===== config.mk =====
export PLATFORM = sky130hd
export DESIGN_NAME = axil_rd_ctrl
export DESIGN_NICKNAME = d
export VERILOG_FILES = /design/src/verilog/axil_mem_pkg.sv /design/src/verilog/axil_rd_ctrl.sv
export SDC_FILE = /design/constraint.sdc
export NUM_CORES = 1
export LEC_CHECK = 0
export BUFFER_PORTS_ARGS = -buffer_cell sky130_fd_sc_hd__buf_2
export CAP_MARGIN = 20
export CORE_AREA = 2 2 69 71
export CTS_CLUSTER_DIAMETER = 120
export DETAILED_ROUTE_END_ITERATION = 16
export DIE_AREA = 0 0 71 73
export HOLD_SLACK_MARGIN = 0.1
export PLACE_DENSITY = 0.71
export SLEW_MARGIN = 20
export SYNTH_ARGS = -nofsm -noshare
export SYNTH_HDL_FRONTEND = slang
export SYNTH_SLANG_ARGS = --single-unit

===== constraint.sdc =====
create_clock -name i_aclk -period 1.29 [get_ports i_aclk]
set_input_delay 0.0645 -clock i_aclk [delete_from_list [all_inputs] [get_ports i_aclk]]
set_output_delay 0.0645 -clock i_aclk [all_outputs]
set_load 0.05 [all_outputs]

===== src/verilog/axil_mem_pkg.sv =====
// AXI-Lite response codes and default bus widths and memory depth for the data RAM

package axil_mem_pkg;

  // ------------------------------
  // Response codes
  // ------------------------------

  // Two-bit AXI response of which only OKAY and SLVERR are produced
  typedef enum logic [1:0] {
    RESP_OKAY   = 2'b00,
    RESP_SLVERR = 2'b10
  } axil_resp_e;

  // ------------------------------
  // Default geometry
  // ------------------------------

  // One 64-bit word per beat
  localparam int DEF_DATA_WIDTH = 64;

  // Byte address width
  localparam int DEF_ADDR_WIDTH = 32;

  // Number of words as a power of two
  localparam int DEF_MEM_DEPTH = 256;

endpackage


===== src/verilog/axil_rd_ctrl.sv =====
// AXI-Lite read channel FSM with range check, SRAM read issue and read-data hold
`timescale 1ns/1ps

module axil_rd_ctrl #(
  parameter int DATA_WIDTH = axil_mem_pkg::DEF_DATA_WIDTH,
  parameter int ADDR_WIDTH = axil_mem_pkg::DEF_ADDR_WIDTH,
  parameter int MEM_DEPTH  = axil_mem_pkg::DEF_MEM_DEPTH,
  localparam int STRB_WIDTH = DATA_WIDTH / 8,
  localparam int IDX_WIDTH  = $clog2(MEM_DEPTH)
) (
  input  logic                    i_aclk,
  input  logic                    i_rst_n,

  // Read address channel
  input  logic                    i_arvalid,
  output logic                    o_arready,
  input  logic [ADDR_WIDTH-1:0]   i_araddr,

  // Read data channel
  output logic                    o_rvalid,
  input  logic                    i_rready,
  output logic [DATA_WIDTH-1:0]   o_rdata,
  output axil_mem_pkg::axil_resp_e o_rresp,

  // SRAM read port
  output logic                    o_rd_en,
  output logic [IDX_WIDTH-1:0]    o_rd_idx,
  input  logic [DATA_WIDTH-1:0]   i_rd_data
);
  import axil_mem_pkg::*;

  localparam int OFFS_WIDTH = $clog2(STRB_WIDTH);

  typedef enum logic {
    RD_IDLE,
    RD_WAIT
  } rd_state_e;

  rd_state_e                        state_q;
  logic                             in_range_q;
  logic [ADDR_WIDTH-OFFS_WIDTH-1:0] ar_word;
  logic                             ar_fire;
  logic                             r_fire;

  assign ar_fire = i_arvalid & o_arready;
  assign r_fire  = o_rvalid & i_rready;

  assign ar_word = i_araddr[ADDR_WIDTH-1:OFFS_WIDTH];

  // ------------------------------
  // State machine
  // ------------------------------
  always_ff @(posedge i_aclk or negedge i_rst_n) begin
    if (!i_rst_n) begin
      state_q    <= RD_IDLE;
      in_range_q <= 1'b0;
    end else if (state_q == RD_IDLE) begin
      if (ar_fire) begin
        state_q    <= RD_WAIT;
        in_range_q <= (ar_word < MEM_DEPTH);
      end
    end else if (r_fire) begin
      state_q <= RD_IDLE;
    end
  end

  assign o_arready = (state_q == RD_IDLE);
  assign o_rvalid  = (state_q == RD_WAIT);

  // SRAM answers one edge after the AR beat
  assign o_rd_en  = ar_fire;
  assign o_rd_idx = ar_word[IDX_WIDTH-1:0];

  // Out-of-range reads return zero data
  always_comb begin
    if (in_range_q) begin
      o_rdata = i_rd_data;
      o_rresp = RESP_OKAY;
    end else begin
      o_rdata = '0;
      o_rresp = RESP_SLVERR;
    end
  end

  // One read outstanding at a time
  a_one_outstanding: assert property (
    @(posedge i_aclk) disable iff (!i_rst_n)
    !(o_arready && o_rvalid)
  );

  // SRAM output must hold while the master stalls
  a_rdata_hold: assert property (
    @(posedge i_aclk) disable iff (!i_rst_n)
    o_rvalid && !i_rready |=> o_rvalid && $stable(o_rdata) && $stable(o_rresp)
  );

endmodule


## After elaboration in Yosys (flattened, before gate mapping)

Index checks and enable logic that the tools add are counted.

- Flip-flop bits (word level): 2
- Input port bits: 100
- Output and inout bits: 77
- Word-level logic and storage cells: 12

- Magnitude comparators: 1
- Mux-type cells: 5
- Bitwise logic cells: 3
- Reduce and logical (&&, ||, !) cells: 1

Operators with widths:

| operator | count |
|---|---|
| 2-to-1 mux 64 bit | 1 |
| less-than comparator 29 x 9 -> 1 bit, second input constant | 1 |
| 2-to-1 mux 1 bit | 3 |
| AND 1 bit | 2 |
| 2-to-1 mux 2 bit | 1 |
| AND reduction 2 bit | 1 |
| NOT 1 bit | 1 |

## Logic depth before layout (Yosys ltp)

- Word-level depth: 4
- Mapped depth: 3
- Gate-level depth less buffers: 3

## Worst setup path after synthesis

Ideal clock, no wire load.

- Kind: register to register
- Start point: register state_q, in the netlist o_rvalid
- End point: register in_range_q
- Library setup time: 86 ps
- Arrival time: 1,743 ps
- Data required time: 1,204 ps
- Path slack: -538 ps
- Cell stages (with the launch flop): 4
- Path buffers: 0
- Period minus slack after synthesis: 1,828 ps
- Cells stage by stage: dfrtp_1 -> nor2b_1 -> nand3_1 -> o22ai_2

- Word-level cells in the longest chain between the ends: 3

RTL lines:

| item | RTL line | source |
|---|---|---|
| start: declaration | axil_rd_ctrl.sv:39 | `rd_state_e state_q;` |
| start signal: assignment | axil_rd_ctrl.sv:55 | `state_q <= RD_IDLE;` |
| start signal: assignment | axil_rd_ctrl.sv:59 | `state_q <= RD_WAIT;` |
| start signal: assignment | axil_rd_ctrl.sv:63 | `state_q <= RD_IDLE;` |
| NOT 1 bit | axil_rd_ctrl.sv:67 | `assign o_arready = (state_q == RD_IDLE);` |
| AND 1 bit | axil_rd_ctrl.sv:45 | `assign ar_fire = i_arvalid & o_arready;` |
| named net o_rd_en | axil_rd_ctrl.sv:26 | `output logic o_rd_en,` |
| AND reduction 2 bit (no source line) | - |  |
| end signal: assignment | axil_rd_ctrl.sv:60 | `in_range_q <= (ar_word < MEM_DEPTH);` |
| end: declaration | axil_rd_ctrl.sv:40 | `logic in_range_q;` |

The timed path passes the listed nets, and every way through them passes these cells.
A chain may end at the register's enable or synchronous reset.

## Worst setup path after layout

- Start point: register in_range_q
- End point: output o_rdata[30]

- Word-level cells in the longest chain between the ends: 1

RTL lines:

| item | RTL line | source |
|---|---|---|
| 2-to-1 mux 64 bit | axil_rd_ctrl.sv:76 | `if (in_range_q) begin` |
| end: declaration | axil_rd_ctrl.sv:22 | `output logic [DATA_WIDTH-1:0] o_rdata,` |

No other way between the ends.

==> impl_metrics.env <==
export IMPL_cts_buffers=3
export IMPL_mostFrequentLayoutCells="buf_2, and2_1, clkbuf_4"
export IMPL_slew_violations=0
export IMPL_fmax_mhz=812
export IMPL_fin_crit_sh_pct=95.5
export IMPL_drt_total_wl_um=2960
export IMPL_clock_skew_ns=0.00703
export IMPL_cts_root_buffer="clkbuf_8"
export IMPL_routedWlPerCell_um=9.92
export IMPL_io_pins=177
export IMPL_power_total_uw=549
export IMPL_via_per_inst=3.92
export IMPL_grt_ovfl_total=0
export IMPL_dieHeight_um=73
export IMPL_die_area_mm2=0.00518
export IMPL_setup_viol=0
export IMPL_track_usage_pct=9.27
export IMPL_initial_utilization_pct=14.4
export IMPL_nNetsFinal=345
export IMPL_finalSetupTns_ns=0
export IMPL_cts_tree="done"
export IMPL_clock_sinks=2
export IMPL_syn_inst=96
export IMPL_clk_latency_ns=0.21
export IMPL_max_clock_path_buffers=2
export IMPL_gp_congestion=0.697
export IMPL_period_minus_slack_ns=1.23
export IMPL_utilization_pct=36.1
export IMPL_hold_violations=0
export IMPL_powerDensity_mw_per_mm2=336
export IMPL_worst_path_max_delay_cell="dfrtp_1"
export IMPL_num_antenna_cells=0
export IMPL_syn_avg_cell_area_um2=6.80
export IMPL_cts_htree_levels=1
export IMPL_final_common_cell="buf_2"
export IMPL_status="completed"
export IMPL_clk_pin_slew_ns=0.03
export IMPL_hold_slack_ns=0.129
export IMPL_drt_iter0_drc=12
export IMPL_worst_path_buf_inv=2
export IMPL_cap_violations=0
export IMPL_critPathKind="reg -> out"
export IMPL_route_detailed_drc=0
export IMPL_synth_area_um2=653
export IMPL_fp_row_count=25
export IMPL_areaGrowthSynthToFinish_pct=151
export IMPL_grt_first_pass_wirelength_um=3880
export IMPL_cp_top_family="buffers and inverters"
export IMPL_dieWidth_um=71
export IMPL_syn_nets=196
export IMPL_post_place_cells=292
export IMPL_yosys_register_bits=2
export IMPL_power_leakage_nw=0.973
export IMPL_antenna_found_initial=0
export IMPL_synth_seq_area_share_pct=7.66
export IMPL_crit_chain="buf_12, and2_1, clkbuf_4"
export IMPL_fin_cells=298
export IMPL_cp_end_kind="output port"
export IMPL_ir_worst_vdd_mv=0.304
export IMPL_port_buffers=156
export IMPL_coreArea_mm2=0.00454
export IMPL_worst_ep_required_time_ns=1.23
export IMPL_drive_gt1_share_pct=68.4
export IMPL_path_max_fanout=54
export IMPL_vias=1167
export IMPL_ys_warn_count=0
export IMPL_synth_cell_type_count=16
export IMPL_grt_pass1_vias=922
export IMPL_hold_path_class="in -> out"
export IMPL_grt_max_degree=55
export IMPL_critical_path_arrival_ns=1.17
export IMPL_first_pass_iters=2
export IMPL_start_kind="flip-flop"
export IMPL_max_stage_delay_ns=0.38
export IMPL_final_antenna_net_count=0
export IMPL_dp_hpwl_um=2420
-- flip-flops by register name, summed over array words and instances (netlist names) --
register and cells:
o_rvalid 1, in_range_q 1
-- cells by family after synthesis --
logic type | Yosys count | share of synthesized area [%]
simple gates | 73 | 72.0
flops | 2 | 7.66
other cells | 1 | 0.574
buf+inv | 18 | 16.7
compound gates | 2 | 3.07
-- through the flow --
stage          worst slack, ns  area, um2
5_1_grt                -0.0152       1640
3_3_place_gp             0.243       1440
2_1_floorplan            0.101        662
3_5_place_dp             0.226       1440
4_1_cts                0.00621       1500
6_report                0.0578       1640
-- final timing paths --
kind	startpoint	endpoint	slack, ns	cells past startpoint
setup / recovery	in_range_q	o_rdata[30]	0.06	3
hold / removal	i_araddr[6]	o_rd_idx[3]	0.13	0
setup reg to reg	in_range_q	in_range_q	0.44	3
hold reg to reg	o_rvalid	o_rvalid	0.61	2
min in group asynchronous	i_rst_n	o_rvalid	0.17	2
max in group asynchronous	i_rst_n	o_rvalid	1.01	2
-- repair_timing --
action                                 CTS  global route
hold buffers                             2             0
endpoints found under the hold margin    3             0
setup buffers                            0             0
gates resized for setup                  0            62
setup endpoints to repair                0            54
-- per-layer routing --
metal	vias up	share of wire (%)	wire (um)	GRT usage, %
met2	94	53	1570	18.7
met5	-	0	0	0
met3	4	14	406	2.07
met1	490	32	936	9.25
li1	579	-	-	-
met4	0	1.5	44	3.14
-- worst register-to-register path: stages (launching register included) --
cell     delay [ns]
dfrtp_1        0.39
buf_4          0.18
inv_1          0.08
o22ai_2        0.08
-- layout make-up --
type | count | area, um2
Fill cell | 489 | 2900
Timing Repair Buffer | 160 | 963
Inverter | 2 | 7.51
Sequential cell | 2 | 51.3
Tap cell | 54 | 67.6
Multi-Input combinational cell | 76 | 502
Clock buffer | 4 | 45.0
-- synth_stat cells --
cell type | n | area, um2
and2_1 | 64 | 400
buf_4 | 9 | 67.6
buf_2 | 6 | 30.0
nor4_2 | 3 | 37.5
dfrtp_1 | 2 | 50.1
inv_1 | 2 | 7.51
clkbuf_1 | 1 | 3.75
conb_1 | 1 | 3.75
nand3_1 | 1 | 5.00
nand4_1 | 1 | 6.26
nor2_1 | 1 | 3.75
nor2b_1 | 1 | 6.26
nor3_1 | 1 | 5.00
nor4_1 | 1 | 6.26
o21bai_1 | 1 | 7.51
o22ai_2 | 1 | 12.5
-- where the power goes --
group	total [mW]	switching (mW)	internal [mW]	leakage, nW
Clock	0.261	0.0516	0.210	0.0228
Sequential	0.0748	0.00594	0.0688	0.0249
Combinational	0.213	0.0991	0.114	0.926
Total	0.549	0.157	0.393	0.973
No activity file was read; power rests on OpenSTA's default activity.
