$ cat src/verilog/axil_mem_pkg.sv
// AXI-Lite response codes and default bus widths and memory depth for the data RAM

package axil_mem_pkg;

  // ------------------------------
  // Response codes
  // ------------------------------

  // Two-bit AXI response of which only OKAY and SLVERR are produced
  typedef enum logic [1:0] {
    RESP_OKAY   = 2'b00,
    RESP_SLVERR = 2'b10
  } axil_resp_e;

  // ------------------------------
  // Default geometry
  // ------------------------------

  // One 64-bit word per beat
  localparam int DEF_DATA_WIDTH = 64;

  // Byte address width
  localparam int DEF_ADDR_WIDTH = 32;

  // Number of words as a power of two
  localparam int DEF_MEM_DEPTH = 256;

endpackage

$ cat src/verilog/axil_wr_ctrl.sv
// AXI-Lite write channel FSM with address capture, range check and response generation
`timescale 1ns/1ps

module axil_wr_ctrl #(
  parameter int DATA_WIDTH = axil_mem_pkg::DEF_DATA_WIDTH,
  parameter int ADDR_WIDTH = axil_mem_pkg::DEF_ADDR_WIDTH,
  parameter int MEM_DEPTH  = axil_mem_pkg::DEF_MEM_DEPTH,
  localparam int STRB_WIDTH = DATA_WIDTH / 8,
  localparam int IDX_WIDTH  = $clog2(MEM_DEPTH)
) (
  input  logic                    i_aclk,
  input  logic                    i_rst_n,

  // Write address channel
  input  logic                    i_awvalid,
  output logic                    o_awready,
  input  logic [ADDR_WIDTH-1:0]   i_awaddr,

  // Write data channel
  input  logic                    i_wvalid,
  output logic                    o_wready,
  input  logic [DATA_WIDTH-1:0]   i_wdata,
  input  logic [STRB_WIDTH-1:0]   i_wstrb,

  // Write response channel
  output logic                    o_bvalid,
  input  logic                    i_bready,
  output axil_mem_pkg::axil_resp_e o_bresp,

  // SRAM write port
  output logic                    o_wr_en,
  output logic [IDX_WIDTH-1:0]    o_wr_idx,
  output logic [DATA_WIDTH-1:0]   o_wr_data,
  output logic [STRB_WIDTH-1:0]   o_wr_strb
);
  import axil_mem_pkg::*;

  // Byte offset bits inside one word
  localparam int OFFS_WIDTH = $clog2(STRB_WIDTH);

  typedef enum logic [1:0] {
    WR_IDLE,
    WR_DATA,
    WR_RESP
  } wr_state_e;

  wr_state_e                        state_q;
  logic                             in_range_q;
  logic [IDX_WIDTH-1:0]             idx_q;
  logic [ADDR_WIDTH-OFFS_WIDTH-1:0] aw_word;
  logic                             aw_in_range;
  logic                             aw_fire;
  logic                             w_fire;
  logic                             b_fire;

  assign aw_fire = i_awvalid & o_awready;
  assign w_fire  = i_wvalid & o_wready;
  assign b_fire  = o_bvalid & i_bready;

  // Full word index is range checked before truncation
  assign aw_word     = i_awaddr[ADDR_WIDTH-1:OFFS_WIDTH];
  assign aw_in_range = (aw_word < MEM_DEPTH);

  // ------------------------------
  // State machine
  // ------------------------------
  always_ff @(posedge i_aclk or negedge i_rst_n) begin
    if (!i_rst_n) begin
      state_q    <= WR_IDLE;
      in_range_q <= 1'b0;
    end else begin
      case (state_q)
        WR_IDLE: begin
          if (aw_fire) begin
            state_q    <= WR_DATA;
            in_range_q <= aw_in_range;
          end
        end
        WR_DATA: begin
          if (w_fire) begin
            state_q <= WR_RESP;
          end
        end
        WR_RESP: begin
          if (b_fire) begin
            state_q <= WR_IDLE;
          end
        end
        default: state_q <= WR_IDLE;
      endcase
    end
  end

  always_ff @(posedge i_aclk) begin
    if (aw_fire) begin
      idx_q <= aw_word[IDX_WIDTH-1:0];
    end
  end

  assign o_awready = (state_q == WR_IDLE);
  assign o_wready  = (state_q == WR_DATA);
  assign o_bvalid  = (state_q == WR_RESP);

  always_comb begin
    if (in_range_q) begin
      o_bresp = RESP_OKAY;
    end else begin
      o_bresp = RESP_SLVERR;
    end
  end

  // ------------------------------
  // SRAM write on the W beat edge
  // ------------------------------
  // An empty strobe needs no SRAM cycle
  assign o_wr_en   = w_fire & in_range_q & (|i_wstrb);
  assign o_wr_idx  = idx_q;
  assign o_wr_data = i_wdata;
  assign o_wr_strb = i_wstrb;

  // Response held with its code until the master takes it
  a_bresp_hold: assert property (
    @(posedge i_aclk) disable iff (!i_rst_n)
    o_bvalid && !i_bready |=> o_bvalid && $stable(o_bresp)
  );

endmodule

$ cat config.mk
export PLATFORM = sky130hd
export DESIGN_NAME = axil_wr_ctrl
export DESIGN_NICKNAME = d
export VERILOG_FILES = /design/src/verilog/axil_mem_pkg.sv /design/src/verilog/axil_wr_ctrl.sv
export SDC_FILE = /design/constraint.sdc
export NUM_CORES = 1
export LEC_CHECK = 0
export BUFFER_PORTS_ARGS = -buffer_cell sky130_fd_sc_hd__buf_2
export CORE_AREA = 4 4 73 75
export DETAILED_ROUTE_END_ITERATION = 12
export DIE_AREA = 0 0 77 79
export PLACE_DENSITY_LB_ADDON = 0.3
export SETUP_SLACK_MARGIN = 0.02
export SYNTH_ARGS = -nofsm -noshare
export SYNTH_HDL_FRONTEND = slang
export SYNTH_SLANG_ARGS = --single-unit
$ cat constraint.sdc
create_clock -name i_aclk -period 1.9 [get_ports i_aclk]
set_clock_uncertainty 0.2 [all_clocks]
set_input_delay 0 -clock i_aclk [delete_from_list [all_inputs] [get_ports i_aclk]]
set_output_delay 0 -clock i_aclk [all_outputs]
set_load 0.1 [all_outputs]
# Yosys cells after proc, flatten, opt, wreduce, memory -nomap -nowiden
# Cells that the tools add are included.
# word_totals
romBits	0
mem_bits_rw	0
out_inout_bits	86
memories	0
latch_bits	0
regBits	11
# classes
n_reduce_logical	4
n_mux	5
n_addsub	0
bitwise	5
div	0
n_shift	0
mul	0
n_eq_ne	5
order_cmp	1
# ops
op	n
$lt A29 B9 Y1 const B	1
$mux W2	4
$reduce_or A8 Y1	1
$ne A2 B1 Y1 const B	3
$pmux W2 S3	1
$and A1 B1 Y1	5
$reduce_and A3 Y1	1
$eq A2 B1 Y1 const B	1
$eq A2 B2 Y1 const B	1
$logic_not A2 Y1	1
$reduce_and A2 Y1	1

# Depth between registers and ports, before layout
# depth
ltp_word	4
ltp_mapped	3

# Worst setup path before layout
# OpenSTA, ideal clock, no wires.
# synth_path
path_kind	reg-to-output
start	reg state_q[1]
end	out o_wr_en
stages_incl_launch_ff	4
arrival_time_ns	2.912
setup_slack_ns	-1.212
t_required_ns	1.700
cell_sequence	dfrtp_1 nor2b_2 nand3_1 a21oi_1
# synth_via
elab_chain_len	4
# synth_lines
element	line	text
from (decl)	axil_wr_ctrl.sv:47	wr_state_e state_q;
from (signal assigned)	axil_wr_ctrl.sv:69	state_q <= WR_IDLE;
from (signal assigned)	axil_wr_ctrl.sv:75	state_q <= WR_DATA;
from (signal assigned)	axil_wr_ctrl.sv:81	state_q <= WR_RESP;
$eq A2 B1 Y1	axil_wr_ctrl.sv:101	assign o_wready = (state_q == WR_DATA);
named net o_wready	axil_wr_ctrl.sv:21	output logic o_wready,
$and A1 B1 Y1	axil_wr_ctrl.sv:57	assign w_fire = i_wvalid & o_wready;
$and A1 B1 Y1 (2 in series)	axil_wr_ctrl.sv:116	assign o_wr_en = w_fire & in_range_q & (|i_wstrb);
to (decl)	axil_wr_ctrl.sv:31	output logic o_wr_en,
# The timed path passes the listed nets, and every way through them passes these cells.

# Final worst setup path
# layout_path
start	in i_awaddr[18]
end	reg in_range_q
# layout_via
elab_chain_len	1
# layout_lines
element	line	text
from (decl)	axil_wr_ctrl.sv:17	input logic [ADDR_WIDTH-1:0] i_awaddr,
$lt A29 B9 Y1	axil_wr_ctrl.sv:62	assign aw_in_range = (aw_word < MEM_DEPTH);
to (signal assigned)	axil_wr_ctrl.sv:76	in_range_q <= aw_in_range;
to (decl)	axil_wr_ctrl.sv:48	logic in_range_q;
# Every way passes these cells.
# A chain may end at the register's enable or synchronous reset.

==> flow_summary_export.csv <==
group,metric,value,unit
run_status,outcome,"completed",
logic_synthesis,ys_seq_area_share,31.3,%
critical_path,cp.required,1850,ps
timing,grt_setup_unrepaired,"no",
grt,overflow,0,
grt,grt_usage,13.7,%
floorplanning,die_x,77,µm
critical_path,endpoint_kind,"flop",
pwr,ir_drop,366,µV
floorplanning,die_h,79,µm
layout,final_area,1810,µm²
layout,final_common_cell,"dlygate4sd3_1",
clock_tree,clock-root-buffer,"clkbuf_8",
layout,n_antenna_cell,0,
timing,final_max_slew_viol_count,0,
critical_path,critPathSlowestCell,"dlygate4sd3_1",
flow_run,cap_violations,0,
critical_path,cp_cell_sequence,"dlygate4sd3_1 > buf_2 > nor4_1 > dlygate4sd3_1 > nand4_1 > o22ai_2",
floorplanning,coreArea,4660,µm²
layout,final_cell_mix,"dlygate4sd3_1, buf_2, edfxtp_1",
routing,viasPerCell,4.10,
placement,post_dp_cell_area,857,µm²
critical_path,cpPeakStageDelay,580,ps
routing,drt_iter0_drc,9,
routing,final_antenna_net_count,0,
clock_tree,clock-sinks,11,
placement,gp_congestion,0.788,
pwr,p_per_area,1150,nW/µm²
logic_synthesis,syn-num-nets,216,
grt,grt_pass1_wl,6500,µm
clock_tree,cts_tree,"yes",
logic_synthesis,ys_ff_latch,11,
timing,slew_headroom,31.8,%
logic_synthesis,yosysTopAreaCellShare,54.5,%
floorplanning,dieArea,6080,µm²
timing,hold_slack,93.0,ps
layout,nets,301,
logic_synthesis,syn_area_per_cell,9.40,µm²
floorplanning,start_util,21.6,%
logic_synthesis,yosys_warnings,0,
layout,fillers,458,
placement,port_buffers,62,
critical_path,crit_type,"in2reg",
placement,detailedPlacementHpwl,3190,µm
critical_path,cp_common_cell,"dlygate4sd3_1",
routing,wl_per_cell,18.4,µm
logic_synthesis,synth_area_leader_cell,"buf_4",
layout,synthToLayoutAreaGrowth,80.2,%
critical_path,cp.arrival,1730,ps
layout,drive_above_1_share,36.6,%
grt,grt_pass1_vias,1163,
critical_path,startpoint_type,"primary input",
logic_synthesis,syn_area,1010,µm²
routing,vias,1004,
timing,worst_slew_pin_slew,1020,ps
timing,fmax,0.562,GHz
clock_tree,clkLatencyLatePin,230,ps
clock_tree,cts_buffer_depth,2,
timing,period_share,93.7,%
timing,period_needed,1780,ps
critical_path,cp_max_fo,1,
routing,firstDrtPassIters,2,
worst_hold_path,hp-class,"in2reg",
timing,hold_violations,0,
logic_synthesis,synthDistinctLibCells,18,
clock_tree,htreeDepth,1,
pwr,leakagePower,0.826,nW
clock_tree,cts_resized,0,
timing,setup_viol,0,
logic_synthesis,postSynthCellCount,107,
clock_tree,cts_made_buffers,3,
grt,antenna_found_initial,0,
grt,grt_max_degree,10,
clock_tree,clk_pin_slew,50,ps
timing,tns,0,ps
routing,routed_wl,4500,µm
routing,remaining_drc_errors,0,
floorplanning,fp-row-count,25,
floorplanning,pin_count,195,
logic_synthesis,synth_area_leaders,"buf_4, edfxtp_1, dfrtp_1",
logic make-up (layout without fill, tap and decap cells):
logic type             Yosys count  in the layout  synth area share, %
buffers and inverters           77            161                 56.0
and+or+nand+nor                 14             14                 9.20
DFF                             11             11                 31.3
AOI/OAI and AO/OA                4              4                 3.11
other                            1              1                0.373
timing repair:
| item | CTS | global route |
|---|---|---|
| setup buffers | 0 | 0 |
| hold buffers | 91 | 0 |
| endpoints found under the hold margin | 78 | 0 |
cell usage after synthesis:
library cell	instances
a22o_1	1
o21ai_0	1
nand3_1	1
nor2_1	1
nor3_1	1
inv_1	4
nand4_1	1
edfxtp_1	8
or4_1	2
a21oi_1	1
o22ai_2	1
and2b_2	1
nor2b_2	1
conb_1	1
dfrtp_1	3
buf_4	73
nor4_1	5
or3b_1	1
stage by stage:
step	cells	worst slack [ps]	utilization [%]	power [W]
2_1_floorplan	107	21.9	-	0.00167
3_3_place_gp	150	255	18.4	0.00116
3_5_place_dp	150	187	18.4	0.00117
4_1_cts	245	159	38.9	0.00209
5_1_grt	245	47.8	38.9	0.00215
6_report	245	120	38.9	0.00208
where the power goes:
group | internal (W) | total (W) | leakage (nW) | switching [W]
Clock | 0.000146 | 0.000221 | 0.0228 | 0.0000751
Combinational | 0.000256 | 0.00151 | 0.689 | 0.00125
Sequential | 0.000327 | 0.000356 | 0.115 | 0.0000286
final cells by class:
type | count | area (µm²) | share of cell area [%]
Timing Repair Buffer | 153 | 1220 | 67.4
Tap cell | 54 | 67.6 | 3.73
Sequential cell | 11 | 315 | 17.4
Clock buffer | 4 | 45.0 | 2.48
Multi-Input combinational cell | 19 | 149 | 8.21
Inverter | 4 | 15.0 | 0.828
path summary, 6_finish.rpt:
path	from	endpoint	slack [ps]	depth (start not counted)
worst max-delay path	i_awaddr[18]	in_range_q	120	6
worst min-delay path	i_awvalid	in_range_q	90	4
worst max register to register	state_q[1]	state_q[0]	150	3
worst min register to register	in_range_q	in_range_q	400	2
max in group asynchronous	i_rst_n	state_q[0]	880	3
min in group asynchronous	i_rst_n	in_range_q	470	3
registers in the layout (all words and copies together), names as in the netlist:
signal,flops
in_range_q,1
state_q,2
o_wr_idx,8
critical path: cells and delay by family:
kind | cells | cell delay (ps)
and+or+nand+nor | 2 | 330
buffers and inverters | 3 | 1260
AOI/OAI and AO/OA | 1 | 140
routing by layer:
| metal | track usage, % | up-vias | part of all wire (%) |
|---|---|---|---|
| met5 | 0 | - | 0 |
| met4 | 7.12 | 0 | 3.3 |
| met1 | 10.8 | 428 | 27 |
| li1 | - | 445 | - |
| met2 | 27.6 | 119 | 54 |
| met3 | 6.24 | 12 | 15 |
Power figures use the tool's default switching activity.
